[config.mk]
export PLATFORM = sky130hd
export DESIGN_NAME = soc_bus
export DESIGN_NICKNAME = d
export VERILOG_FILES = /design/src/logic/pulp_pkg.sv /design/src/logic/soc_bus.sv
export SDC_FILE = /design/constraint.sdc
export NUM_CORES = 1
export LEC_CHECK = 0
export BUFFER_PORTS_ARGS = -buffer_cell sky130_fd_sc_hd__buf_2
export CAP_MARGIN = 5
export CORE_AREA = 2 2 91 93
export DETAILED_ROUTE_END_ITERATION = 10
export DIE_AREA = 0 0 93 95
export SLEW_MARGIN = 20
export SYNTH_ARGS = -nofsm -noshare
export SYNTH_HDL_FRONTEND = slang
export SYNTH_SLANG_ARGS = --single-unit
[constraint.sdc]
create_clock -name clk_i -period 1.25 [get_ports clk_i]
set_input_delay 0.3125 -clock clk_i [delete_from_list [all_inputs] [get_ports clk_i]]
set_output_delay 0.3125 -clock clk_i [all_outputs]
set_load 0.005 [all_outputs]
[src/logic/pulp_pkg.sv]
// pulp soc package with bus widths, address map, register indices and host bus types
package pulp_pkg;

  // bus widths
  localparam int unsigned ADDR_W = 16;
  localparam int unsigned DATA_W = 32;

  // address word fields
  localparam int unsigned REGION_W  = 4;
  localparam int unsigned OFFS_W    = 2;
  localparam int unsigned L2_IDX_W  = ADDR_W - REGION_W - OFFS_W;
  localparam int unsigned REG_IDX_W = 4;

  // address map, bits 15..12
  localparam logic [REGION_W-1:0] REGION_L2  = 4'd0;
  localparam logic [REGION_W-1:0] REGION_CL  = 4'd1;
  localparam logic [REGION_W-1:0] REGION_DBG = 4'd2;

  // cluster control registers
  localparam logic [REG_IDX_W-1:0] CL_FETCH_EN = 4'd0;
  localparam logic [REG_IDX_W-1:0] CL_EOC      = 4'd1;
  localparam logic [REG_IDX_W-1:0] CL_BUSY     = 4'd2;
  localparam logic [REG_IDX_W-1:0] CL_MBOX     = 4'd3;

  // debug registers
  localparam logic [REG_IDX_W-1:0] DBG_HALT   = 4'd0;
  localparam logic [REG_IDX_W-1:0] DBG_IDCODE = 4'd1;

  localparam logic [DATA_W-1:0] IDCODE = 32'h249511c3;

  typedef struct packed {
    logic [REGION_W-1:0] region;
    logic [L2_IDX_W-1:0] word_idx;
    logic [OFFS_W-1:0]   byte_off;
  } l2_addr_t;

  typedef struct packed {
    logic [REGION_W-1:0]           region;
    logic [L2_IDX_W-REG_IDX_W-1:0] rsvd;
    logic [REG_IDX_W-1:0]          reg_idx;
    logic [OFFS_W-1:0]             byte_off;
  } periph_addr_t;

  // same address word, read as memory index or as register index
  typedef union packed {
    l2_addr_t     l2;
    periph_addr_t periph;
  } soc_addr_u;

  typedef struct packed {
    logic              valid;
    logic              we;
    soc_addr_u         addr;
    logic [DATA_W-1:0] wdata;
  } host_req_t;

  typedef struct packed {
    logic              valid;
    logic              err;
    logic [DATA_W-1:0] rdata;
  } host_rsp_t;

  typedef struct packed {
    logic [DATA_W-1:0] rdata;
    logic              err;
  } tgt_rsp_t;

endpackage

[src/logic/soc_bus.sv]
// soc bus decoding the host request region and returning one registered response
module soc_bus (
  input  logic                        clk_i,
  input  logic                        rst_i,
  input  pulp_pkg::host_req_t         req_i,
  output pulp_pkg::host_rsp_t         rsp_o,
  output logic                        l2_sel_o,
  output logic                        cl_sel_o,
  output logic                        dbg_sel_o,
  output logic                        we_o,
  output pulp_pkg::soc_addr_u         addr_o,
  output logic [pulp_pkg::DATA_W-1:0] wdata_o,
  input  pulp_pkg::tgt_rsp_t          l2_rsp_i,
  input  pulp_pkg::tgt_rsp_t          cl_rsp_i,
  input  pulp_pkg::tgt_rsp_t          dbg_rsp_i
);

  logic [pulp_pkg::REGION_W-1:0] region;
  logic                          unmapped;

  // which target answers in the next cycle
  logic valid_q;
  logic l2_q;
  logic cl_q;
  logic dbg_q;
  logic unmapped_q;

  assign region = req_i.addr.periph.region;

  assign l2_sel_o  = req_i.valid && (region == pulp_pkg::REGION_L2);
  assign cl_sel_o  = req_i.valid && (region == pulp_pkg::REGION_CL);
  assign dbg_sel_o = req_i.valid && (region == pulp_pkg::REGION_DBG);
  assign unmapped  = req_i.valid && !(l2_sel_o || cl_sel_o || dbg_sel_o);

  // request payload goes to all targets, only the strobe differs
  assign we_o    = req_i.we;
  assign addr_o  = req_i.addr;
  assign wdata_o = req_i.wdata;

  always_ff @(posedge clk_i) begin
    if (rst_i) begin
      valid_q    <= 1'b0;
      l2_q       <= 1'b0;
      cl_q       <= 1'b0;
      dbg_q      <= 1'b0;
      unmapped_q <= 1'b0;
    end else begin
      valid_q    <= req_i.valid;
      l2_q       <= l2_sel_o;
      cl_q       <= cl_sel_o;
      dbg_q      <= dbg_sel_o;
      unmapped_q <= unmapped;
    end
  end

  // response merge, zero when idle
  always_comb begin
    rsp_o       = '0;
    rsp_o.valid = valid_q;
    if (l2_q) begin
      rsp_o.rdata = l2_rsp_i.rdata;
      rsp_o.err   = l2_rsp_i.err;
    end else if (cl_q) begin
      rsp_o.rdata = cl_rsp_i.rdata;
      rsp_o.err   = cl_rsp_i.err;
    end else if (dbg_q) begin
      rsp_o.rdata = dbg_rsp_i.rdata;
      rsp_o.err   = dbg_rsp_i.err;
    end else if (unmapped_q) begin
      // nothing decoded this address
      rsp_o.err = 1'b1;
    end
  end

endmodule

==> results of run 1 <==
-- worst max-delay path by stage --
| stage | endpoint |
|---|---|
| 2_1_floorplan | rsp_o[24] |
| 3_3_place_gp | rsp_o[11] |
| 3_5_place_dp | rsp_o[11] |
| 4_1_cts | rsp_o[14] |
| 5_1_grt | rsp_o[24] |
| 6_report | rsp_o[6] |
-- cells in the final DEF, fill, tap and decap left out --
master,n
buf_2,145
o21ai_2,1
buf_4,6
buf_6,1
and3b_2,2
dfxtp_1,2
a22oi_2,20
a22oi_1,10
nand3b_1,1
o21ai_1,32
clkbuf_8,3
clkbuf_1,1
a21oi_2,2
nor2b_1,3
nor2_1,1
buf_12,7
nand2_1,34
a21boi_0,1
nor2_4,1
nor2b_4,1
mux2i_1,1
dfxtp_2,3
and4b_1,2
nor3_1,1
clkbuf_16,1
mux2_4,1
-- kinds of logic after synthesis --
family | synth area share, %
AOI/OAI and AO/OA | 32.8
buffers and inverters | 39.7
DFF | 8.05
muxes | 1.71
and+or+nand+nor | 17.7
-- area by class of cell --
| type | instances | share of cell area (%) |
|---|---|---|
| repair buffers | 160 | 47.4 |
| flip-flops and latches | 5 | 5.19 |
| well taps | 105 | 6.57 |
| clock buffers | 4 | 2.25 |
| multi-input cells | 114 | 38.6 |
-- synthesized netlist by cell type --
cell	count	area share, %
a21oi_1	2	0.80
dfxtp_1	5	8.0
and4b_1	2	1.6
mux2_2	1	0.91
buf_6	4	3.6
a21boi_0	1	0.60
clkbuf_8	3	3.3
clkbuf_1	2	0.60
o21ai_0	3	1.2
o21ai_1	30	12
mux2i_1	1	0.80
buf_2	5	2.0
nor2_1	2	0.60
buf_4	50	30
nor3_1	1	0.40
a22oi_1	30	18
nand2_1	34	10
and3b_2	2	1.6
nor2b_4	1	1.1
nand3b_1	1	0.60
nor2b_1	3	1.5
-- worst max-delay path, stage by stage (launching register included) --
cell	delay [ns]
dfxtp_2	0.33
nor2b_4	0.16
buf_12	0.13
clkbuf_16	0.15
a22oi_1	0.06
o21ai_1	0.12
buf_2	0.13
-- what timing repair did --
action,CTS,global route
setup buffers,3,1
hold buffers,0,0
gates cloned,1,1
resized for setup,7,27
setup endpoints to repair,36,35
pin swaps,3,21
-- power groups by stage --
stage	sequential, mW	clock [mW]	combinational [mW]
detailed placement	0.169	0	0.258
global route	0.167	0.320	0.317
floorplan	0.168	0	0.178
global placement	0.169	0	0.252
finish	0.167	0.294	0.286
CTS	0.167	0.308	0.269
-- metal layers --
metal | part of all wire [%] | up-vias
met5 | 0 | -
met4 | 1.7 | 0
met3 | 9.3 | 18
met2 | 53 | 87
met1 | 36 | 711
li1 | - | 796
-- through the flow --
stage	power (mW)	hold WS [ns]	setup WS, ns	util, %
2_1_floorplan	0.346	0.384	0.0469	-
6_report	0.748	0.303	-0.352	25.2
5_1_grt	0.805	0.311	-0.436	25.2
3_5_place_dp	0.427	0.537	-0.182	22.0
4_1_cts	0.744	0.299	-0.410	23.6
3_3_place_gp	0.422	0.526	-0.137	22.0
-- sequential cells by signal (all words and copies together), names as in the netlist --
signal      cells
valid_q         1
cl_q            1
l2_q            1
dbg_q           1
unmapped_q      1
==> impl_summary.log, run 1 <==
[metrics] status: finished, violations left
[metrics] failing checks: setup timing
[metrics] antenna diode count: 0
[metrics] WP data arrival: 1.29 ns
[metrics] largest net degree at the start of global routing: 39
[metrics] clock buffer depth: 2
[metrics] die span in x: 93 µm
[metrics] final std cells w/o fill: 388
[metrics] max-capacitance violation count: 0
[metrics] gr busiest metal: met2
[metrics] met1 usage in global routing: 9.70%
[metrics] final antenna-violating net count: 0
[metrics] Cell Int Power: 0.557 mW
[metrics] number of antenna violations at the first check in global routing: 0
[metrics] Reg power frac: 22.3%
[metrics] Overflow after GRT: 0
[metrics] fillers: 881
[metrics] via count: 1,612
[metrics] # port buffers: 146
[metrics] warnings from Yosys: 0
[metrics] Routed wire per std cell: 12.2 µm
[metrics] chip height: 95 µm
[metrics] CP Data Required Time: 0.94 ns
[metrics] category of the most critical setup path: register to output port
[metrics] global-route wire length before repair: 6540 µm
[metrics] Setup TNS: -10.78 ns
[metrics] maximum clock frequency: 624 MHz
[metrics] Max Slew Vio Count: 0
[metrics] area occupied by registers: 104 µm²
[metrics] final cycle utilization of the critical path: 128%
[metrics] number of H-tree levels: 1
[metrics] clock sinks: 5
[metrics] Clk pwr share: 39.4%
[metrics] placed instance count: 379
[metrics] mean area per synthesized cell: 6.80 µm²
[metrics] switching power of the nets: 0.191 mW
[metrics] switching power as a share of total power: 25.6%
[metrics] Core ar.: 7930 µm²
[metrics] relative slew slack: 86.4%
[metrics] Root Buffer Master: clkbuf_8
[metrics] power per cell area: 374 nW/µm²
[metrics] DR vias/cell: 4.15
[metrics] global placer's final weighted congestion: 0.739
[metrics] actual slew at the worst max-slew pin: 0.205 ns
[metrics] launch instance of the worst min-delay path: rst_i
[metrics] final wirelength: 4730 µm
[metrics] post-place instance area: 1740 µm²
[metrics] detailed placer's ending HPWL: 3730 µm
[metrics] met3 Usage GRT: 1.92%
[metrics] met2 track demand over resource in global routing: 17.6%
[metrics] Synthesized Nets: 334
[metrics] layout cells sized above 1: 68.6%
[metrics] launching element of the worst setup path: dbg_q
[metrics] via count of the first global-routing pass: 1,344
[metrics] final setup margin: -0.352 ns
[metrics] Hold Vio Cnt, Final: 0
[metrics] Core Rows: 33
[metrics] Syn-to-layout area delta: 60.8%
[metrics] Critical Path Fanout Max: 7
[metrics] area of the multi-input gates: 772 µm²
[metrics] CP startpoint kind: register
[metrics] number of placed I/O pins: 237
[metrics] post-synthesis register bit count: 5
[metrics] post-synth cell types: 21
[metrics] sequential share of the synthesized area: 8.05%
[metrics] DRC violation count after routing: 0
[metrics] synthesized instance count: 183
[metrics] initial cell density of the core: 15.7%
[metrics] hold depth: 2
[metrics] drt pass-1 iters: 4
[metrics] class of the tightest hold or removal check: primary input to register
[metrics] worst supply voltage drop on vdd: 0.000462 V
[metrics] # nets final: 435
[metrics] CTS tree: yes
[metrics] final count of negative-setup-slack endpoints: 33
[metrics] total CTS buffers: 3
[metrics] post-layout minimum cycle time: 1.60 ns
[metrics] fraction of power consumed by combinational cells: 38.3%
[metrics] GRT Total Usage: 9.12%
[metrics] unrepaired setup endpoints after global routing: true
[metrics] post-route cell area: 2000 µm²
[metrics] CP endpoint kind: output port
[metrics] clock transition at the registers of the reported paths: 0.04 ns
[metrics] Die ar.: 8840 µm²
[metrics] Hold Path End: dbg_q
[metrics] standby leakage power: 0.978 nW
[metrics] Initial DRC Count: 47
[metrics] post-synthesis cell area: 1240 µm²
Note: power is estimated with default switching activity, not from simulation.
==> run 2: changes to the inputs <==
==> constraint.sdc (replaced) <==
create_clock -name clk_i -period 1.25 [get_ports clk_i]
set_input_delay 0.3125 -clock clk_i [delete_from_list [all_inputs] [get_ports clk_i]]
set_output_delay 0.3125 -clock clk_i [all_outputs]
set_load 0.02 [all_outputs]
==> run 2 against run 1 <==
Net effect:
- largest cell class unchanged
- first-iteration DRC count increased by 4.3%
- count of clock-buffer cells in the layout decreased by 1
- the run still ends with setup timing left
- global-route usage increased by 0.93 points
==> impl_summary.log, run 2 (synthesis gave the netlist of run 1 again) <==
[metrics] status: finished, violations left
[metrics] failing checks: setup timing
[metrics] CP startpoint kind: register
[metrics] cell at the slowest stage of the critical path: dfxtp_4
[metrics] clock buffer depth: 2
[metrics] # port buffers: 146
[metrics] switching power as a share of total power: 29.7%
[metrics] CTS tree: yes
[metrics] Hold Vio Cnt, Final: 0
[metrics] chip height: 95 µm
[metrics] unrepaired setup endpoints after global routing: true
[metrics] fin util: 29.7%
[metrics] DRC violation count after routing: 0
[metrics] critical path's largest stage delay: 0.36 ns
[metrics] Initial DRC Count: 49
[metrics] class of the tightest hold or removal check: primary input to register
[metrics] Core ar.: 7930 µm²
[metrics] Clk pwr share: 36.2%
[metrics] WP data arrival: 1.33 ns
[metrics] global-route wire length before repair: 7170 µm
[metrics] DR vias/cell: 4.30
[metrics] Critical Path Fanout Max: 9
[metrics] met2 track demand over resource in global routing: 21.0%
[metrics] relative slew slack: 83.8%
[metrics] gr busiest metal: met2
[metrics] kind of cell with the highest combined delay on the critical path: buffers and inverters
[metrics] global placer's final weighted congestion: 0.702
[metrics] final count of negative-setup-slack endpoints: 33
[metrics] Reg power frac: 20.0%
[metrics] via count: 1,685
[metrics] final setup margin: -0.396 ns
[metrics] highest-count cells in the layout ignoring fill and taps: buf_2, nand2_1, o21ai_2, buf_6, buf_4
[metrics] antenna diode count: 0
[metrics] die span in x: 93 µm
[metrics] Max Slew Vio Count: 0
[metrics] category of the most critical setup path: register to output port
[metrics] largest net degree at the start of global routing: 43
[metrics] post-layout minimum cycle time: 1.65 ns
[metrics] GRT Total Usage: 10.1%
[metrics] power per cell area: 352 nW/µm²
[metrics] total CTS buffers: 3
[metrics] drt pass-1 iters: 4
[metrics] Syn-to-layout area delta: 89.0%
[metrics] Overflow after GRT: 0
[metrics] cell type with the highest occurrence count on the critical path: buf_12
[metrics] detailed placer's ending HPWL: 3710 µm
[metrics] switching power of the nets: 0.246 mW
[metrics] clock transition at the registers of the reported paths: 0.04 ns
[metrics] CP endpoint kind: output port
[metrics] # nets final: 439
[metrics] list of cells traversed by the critical path: nor2b_4 > buf_12 > buf_12 > a22oi_2 > o21ai_2 > buf_6
[metrics] most common cell after layout, fill and taps aside: buf_2
[metrics] standby leakage power: 1.08 nW
[metrics] number of antenna violations at the first check in global routing: 0
[metrics] final antenna-violating net count: 0
[metrics] Routed wire per std cell: 13.4 µm
[metrics] number of placed I/O pins: 237
[metrics] Root Buffer Master: clkbuf_8
[metrics] actual slew at the worst max-slew pin: 0.243 ns
[metrics] clock sinks: 5
[metrics] Die ar.: 8840 µm²
[metrics] Core Rows: 33
[metrics] Final Hold Slack: 0.288 ns
[metrics] Crit path buffers/inverters: 3
[metrics] fraction of power consumed by combinational cells: 43.8%
[metrics] met3 Usage GRT: 2.47%
[metrics] initial cell density of the core: 15.7%
[metrics] max-capacitance violation count: 0
[metrics] final cycle utilization of the critical path: 132%
[metrics] via count of the first global-routing pass: 1,633
[metrics] Cell Int Power: 0.581 mW
[metrics] CP Data Required Time: 0.94 ns
[metrics] layout cells sized above 1: 79.4%
[metrics] final wirelength: 5250 µm
[metrics] maximum clock frequency: 608 MHz
[metrics] number of H-tree levels: 1
[metrics] worst supply voltage drop on vdd: 0.000736 V
[metrics] met1 usage in global routing: 9.17%
[metrics] Post-Place Setup Slack: -0.236 ns
run 2: final cells by class:
class | count | area (µm²)
clock buffer | 3 | 41.3
clock inverter | 1 | 5.00
fill | 834 | 5580
multi-input combinational | 114 | 876
sequential | 5 | 106
tap | 105 | 131
timing repair buffer | 164 | 1190
run 2: routing by layer:
metal  part of all wire, %  vias up
met4                   1.8        0
met5                     0        -
met2                    56      100
met3                   8.8       16
li1                      -      808
met1                    33      761
run 2: metrics by stage:
stage	area [µm²]	total power [mW]	instances	TNS [ns]
global route	2350	0.871	392	-13.88
detailed placement	1880	0.471	381	-6.54
floorplan	1370	0.486	183	-1.70
global placement	1880	0.466	381	-5.09
finish	2350	0.827	392	-12.07
CTS	2210	0.815	388	-12.76
run 2: worst paths after layout:
| kind | end | startpoint | cells after the start |
|---|---|---|---|
| max | rsp_o[8] | cl_q | 6 |
| min | cl_q | rst_i | 2 |
run 2: power by group through the flow:
stage	clock network, mW	registers [mW]	logic [mW]
2_1_floorplan	0	0.168	0.317
3_3_place_gp	0	0.170	0.297
3_5_place_dp	0	0.169	0.301
4_1_cts	0.308	0.165	0.342
5_1_grt	0.315	0.166	0.390
6_report	0.300	0.165	0.362
run 2: repair_timing:
action	in CTS	in global routing
hold buffers	0	0
pin swaps	4	14
resized for setup	72	22
setup buffers	2	3
gates cloned	1	2
endpoints found under the setup margin	36	36
==> run 3: changes to the inputs <==
==> constraint.sdc (replaced) <==
create_clock -name clk_i -period 1.6 [get_ports clk_i]
set_input_delay 0.4 -clock clk_i [delete_from_list [all_inputs] [get_ports clk_i]]
set_output_delay 0.4 -clock clk_i [all_outputs]
set_load 0.02 [all_outputs]
==> run 3 against run 2 <==
Net effect:
- the flow still finishes with violations (setup timing)
- critical path depth unchanged
- via count decreased by 1.7%
- first-iteration DRC count decreased by 29%
- clock power fell by 21%
- design area down 11%
- highest routed layer unchanged
==> impl_summary.log, run 3 (synthesis gave the netlist of run 1 again) <==
[metrics] failing checks: setup timing
[metrics] via count: 1,656
[metrics] kind of cell with the highest combined delay on the critical path: buffers and inverters
[metrics] CP startpoint kind: register
[metrics] standby leakage power: 0.989 nW
[metrics] power per cell area: 296 nW/µm²
[metrics] placed instance count: 377
[metrics] cell at the slowest stage of the critical path: dfxtp_4
[metrics] Syn-to-layout area delta: 68.7%
[metrics] Levels on crit path: 6
[metrics] number of buffers inserted for hold repair after clock tree synthesis: 0
[metrics] Core ar.: 7930 µm²
[metrics] post-layout minimum cycle time: 1.76 ns
[metrics] relative slew slack: 84.9%
[metrics] clock transition at the registers of the reported paths: 0.04 ns
[metrics] launch instance of the worst min-delay path: rst_i
[metrics] final std cells w/o fill: 389
[metrics] Max Slew Vio Count: 0
[metrics] Core Rows: 33
[metrics] cell type with the highest occurrence count on the critical path: buf_12
[metrics] actual slew at the worst max-slew pin: 0.227 ns
[metrics] CTS tree: yes
[metrics] final setup margin: -0.163 ns
[metrics] critical path's largest stage delay: 0.35 ns
[metrics] drt pass-1 iters: 3
[metrics] fillers: 886
[metrics] CP endpoint kind: output port
[metrics] CP Data Required Time: 1.20 ns
[metrics] largest net degree at the start of global routing: 35
[metrics] antenna diode count: 0
[metrics] category of the most critical setup path: register to output port
[metrics] list of cells traversed by the critical path: nor2b_4 > buf_12 > buf_12 > a22oi_2 > o21ai_2 > buf_6
[metrics] DRC violation count after routing: 0
[metrics] # port buffers: 146
[metrics] Die ar.: 8840 µm²
[metrics] final wirelength: 5080 µm
[metrics] initial cell density of the core: 15.7%
[metrics] layout cells sized above 1: 68.0%
[metrics] switching power as a share of total power: 30.0%
[metrics] GRT Total Usage: 9.49%
[metrics] total CTS buffers: 3
[metrics] number of placed I/O pins: 237
[metrics] status: finished, violations left
[metrics] maximum clock frequency: 567 MHz
[metrics] Overflow after GRT: 0
[metrics] CP endpoint: rsp_o[11]
[metrics] via count of the first global-routing pass: 1,469
[metrics] detailed placer's ending HPWL: 3670 µm
[metrics] chip height: 95 µm
[metrics] Reg power frac: 20.8%
[metrics] DR vias/cell: 4.26
[metrics] number of H-tree levels: 1
[metrics] WP data arrival: 1.36 ns
[metrics] Critical Path Fanout Max: 8
[metrics] Clk pwr share: 38.2%
[metrics] final cycle utilization of the critical path: 110%
[metrics] die span in x: 93 µm
[metrics] global placer's final weighted congestion: 0.736
[metrics] Crit path buffers/inverters: 3
[metrics] class of the tightest hold or removal check: primary input to register
[metrics] fraction of power consumed by combinational cells: 41.0%
[metrics] final antenna-violating net count: 0
[metrics] max-capacitance violation count: 0
[metrics] Root Buffer Master: clkbuf_8
[metrics] Hold Vio Cnt, Final: 0
[metrics] Initial DRC Count: 35
[metrics] fin util: 26.5%
[metrics] Cell Int Power: 0.435 mW
[metrics] unrepaired setup endpoints after global routing: true
[metrics] Routed wire per std cell: 13.0 µm
[metrics] number of antenna violations at the first check in global routing: 0
[metrics] worst supply voltage drop on vdd: 0.000354 V
[metrics] # nets final: 436
[metrics] global-route wire length before repair: 6730 µm
[metrics] clock buffer depth: 2
[metrics] clock sinks: 5
[metrics] final count of negative-setup-slack endpoints: 33
[metrics] launching element of the worst setup path: cl_q
[metrics] most common cell after layout, fill and taps aside: buf_2
[metrics] highest-count cells in the layout ignoring fill and taps: buf_2, nand2_1, buf_4, o21ai_1, a22oi_2
[metrics] switching power of the nets: 0.186 mW
run 3: cell count changes in the layout (fill, tap and decap cells not counted), moves of 2 or more:
cell / previous run / this run
o21ai_1: 0 / 32
o21ai_2: 33 / 1
a22oi_1: 14 / 12
buf_6: 30 / 2
buf_4: 18 / 34
buf_2: 108 / 115
a22oi_2: 16 / 18
run 3: routing by layer:
metal  up-vias  share of wire [%]  GRT usage, %
li1        797                  -             -
met4         0                2.2          4.41
met1       752                 35          9.93
met5         -                  0             0
met2        86                 54          18.3
met3        21                8.8          1.68
run 3: final cells by class:
class	instances	area, µm²	share of cell area, %
repair buffers	161	1060	50.7
multi-input cells	114	751	35.8
well taps	105	131	6.26
flip-flops and latches	5	106	5.07
clock buffers	3	41.3	1.97
clock inverters	1	5.00	0.239
run 3: power groups by stage:
| stage | sequential, mW | combinational (mW) | clock, mW |
|---|---|---|---|
| after CTS | 0.131 | 0.239 | 0.243 |
| after floorplan | 0.132 | 0.239 | 0 |
| after global routing | 0.130 | 0.278 | 0.247 |
| after detailed placement | 0.133 | 0.225 | 0 |
| final | 0.129 | 0.255 | 0.237 |
| after global placement | 0.132 | 0.222 | 0 |
run 3: worst min path at each step:
| stage | cells past startpoint | to |
|---|---|---|
| after floorplan | 1 | cl_q |
| after global placement | 2 | l2_q |
| after detailed placement | 2 | l2_q |
| after CTS | 2 | cl_q |
| after global routing | 2 | cl_q |
| final | 2 | cl_q |
run 3: metrics by stage:
| stage | hold slack (ns) | setup TNS (ns) | area [µm²] | power (mW) | setup slack [ns] |
|---|---|---|---|---|---|
| after floorplan | 0.472 | 0 | 1240 | 0.371 | 0.0562 |
| after detailed placement | 0.612 | -0.0424 | 1730 | 0.358 | -0.0424 |
| after global routing | 0.383 | -6.33 | 2100 | 0.655 | -0.246 |
| final | 0.369 | -3.96 | 2100 | 0.621 | -0.163 |
| after global placement | 0.610 | 0 | 1730 | 0.354 | 0.0208 |
| after CTS | 0.369 | -4.18 | 1920 | 0.612 | -0.186 |
run 3: timing repair:
action                                 in CTS  in global routing
pin swaps                                   2                 17
gates cloned                                1                  3
setup endpoints to repair                  33                 33
buffers inserted                            3                  2
gates resized for setup                    37                 26
endpoints found under the hold margin       0                  0
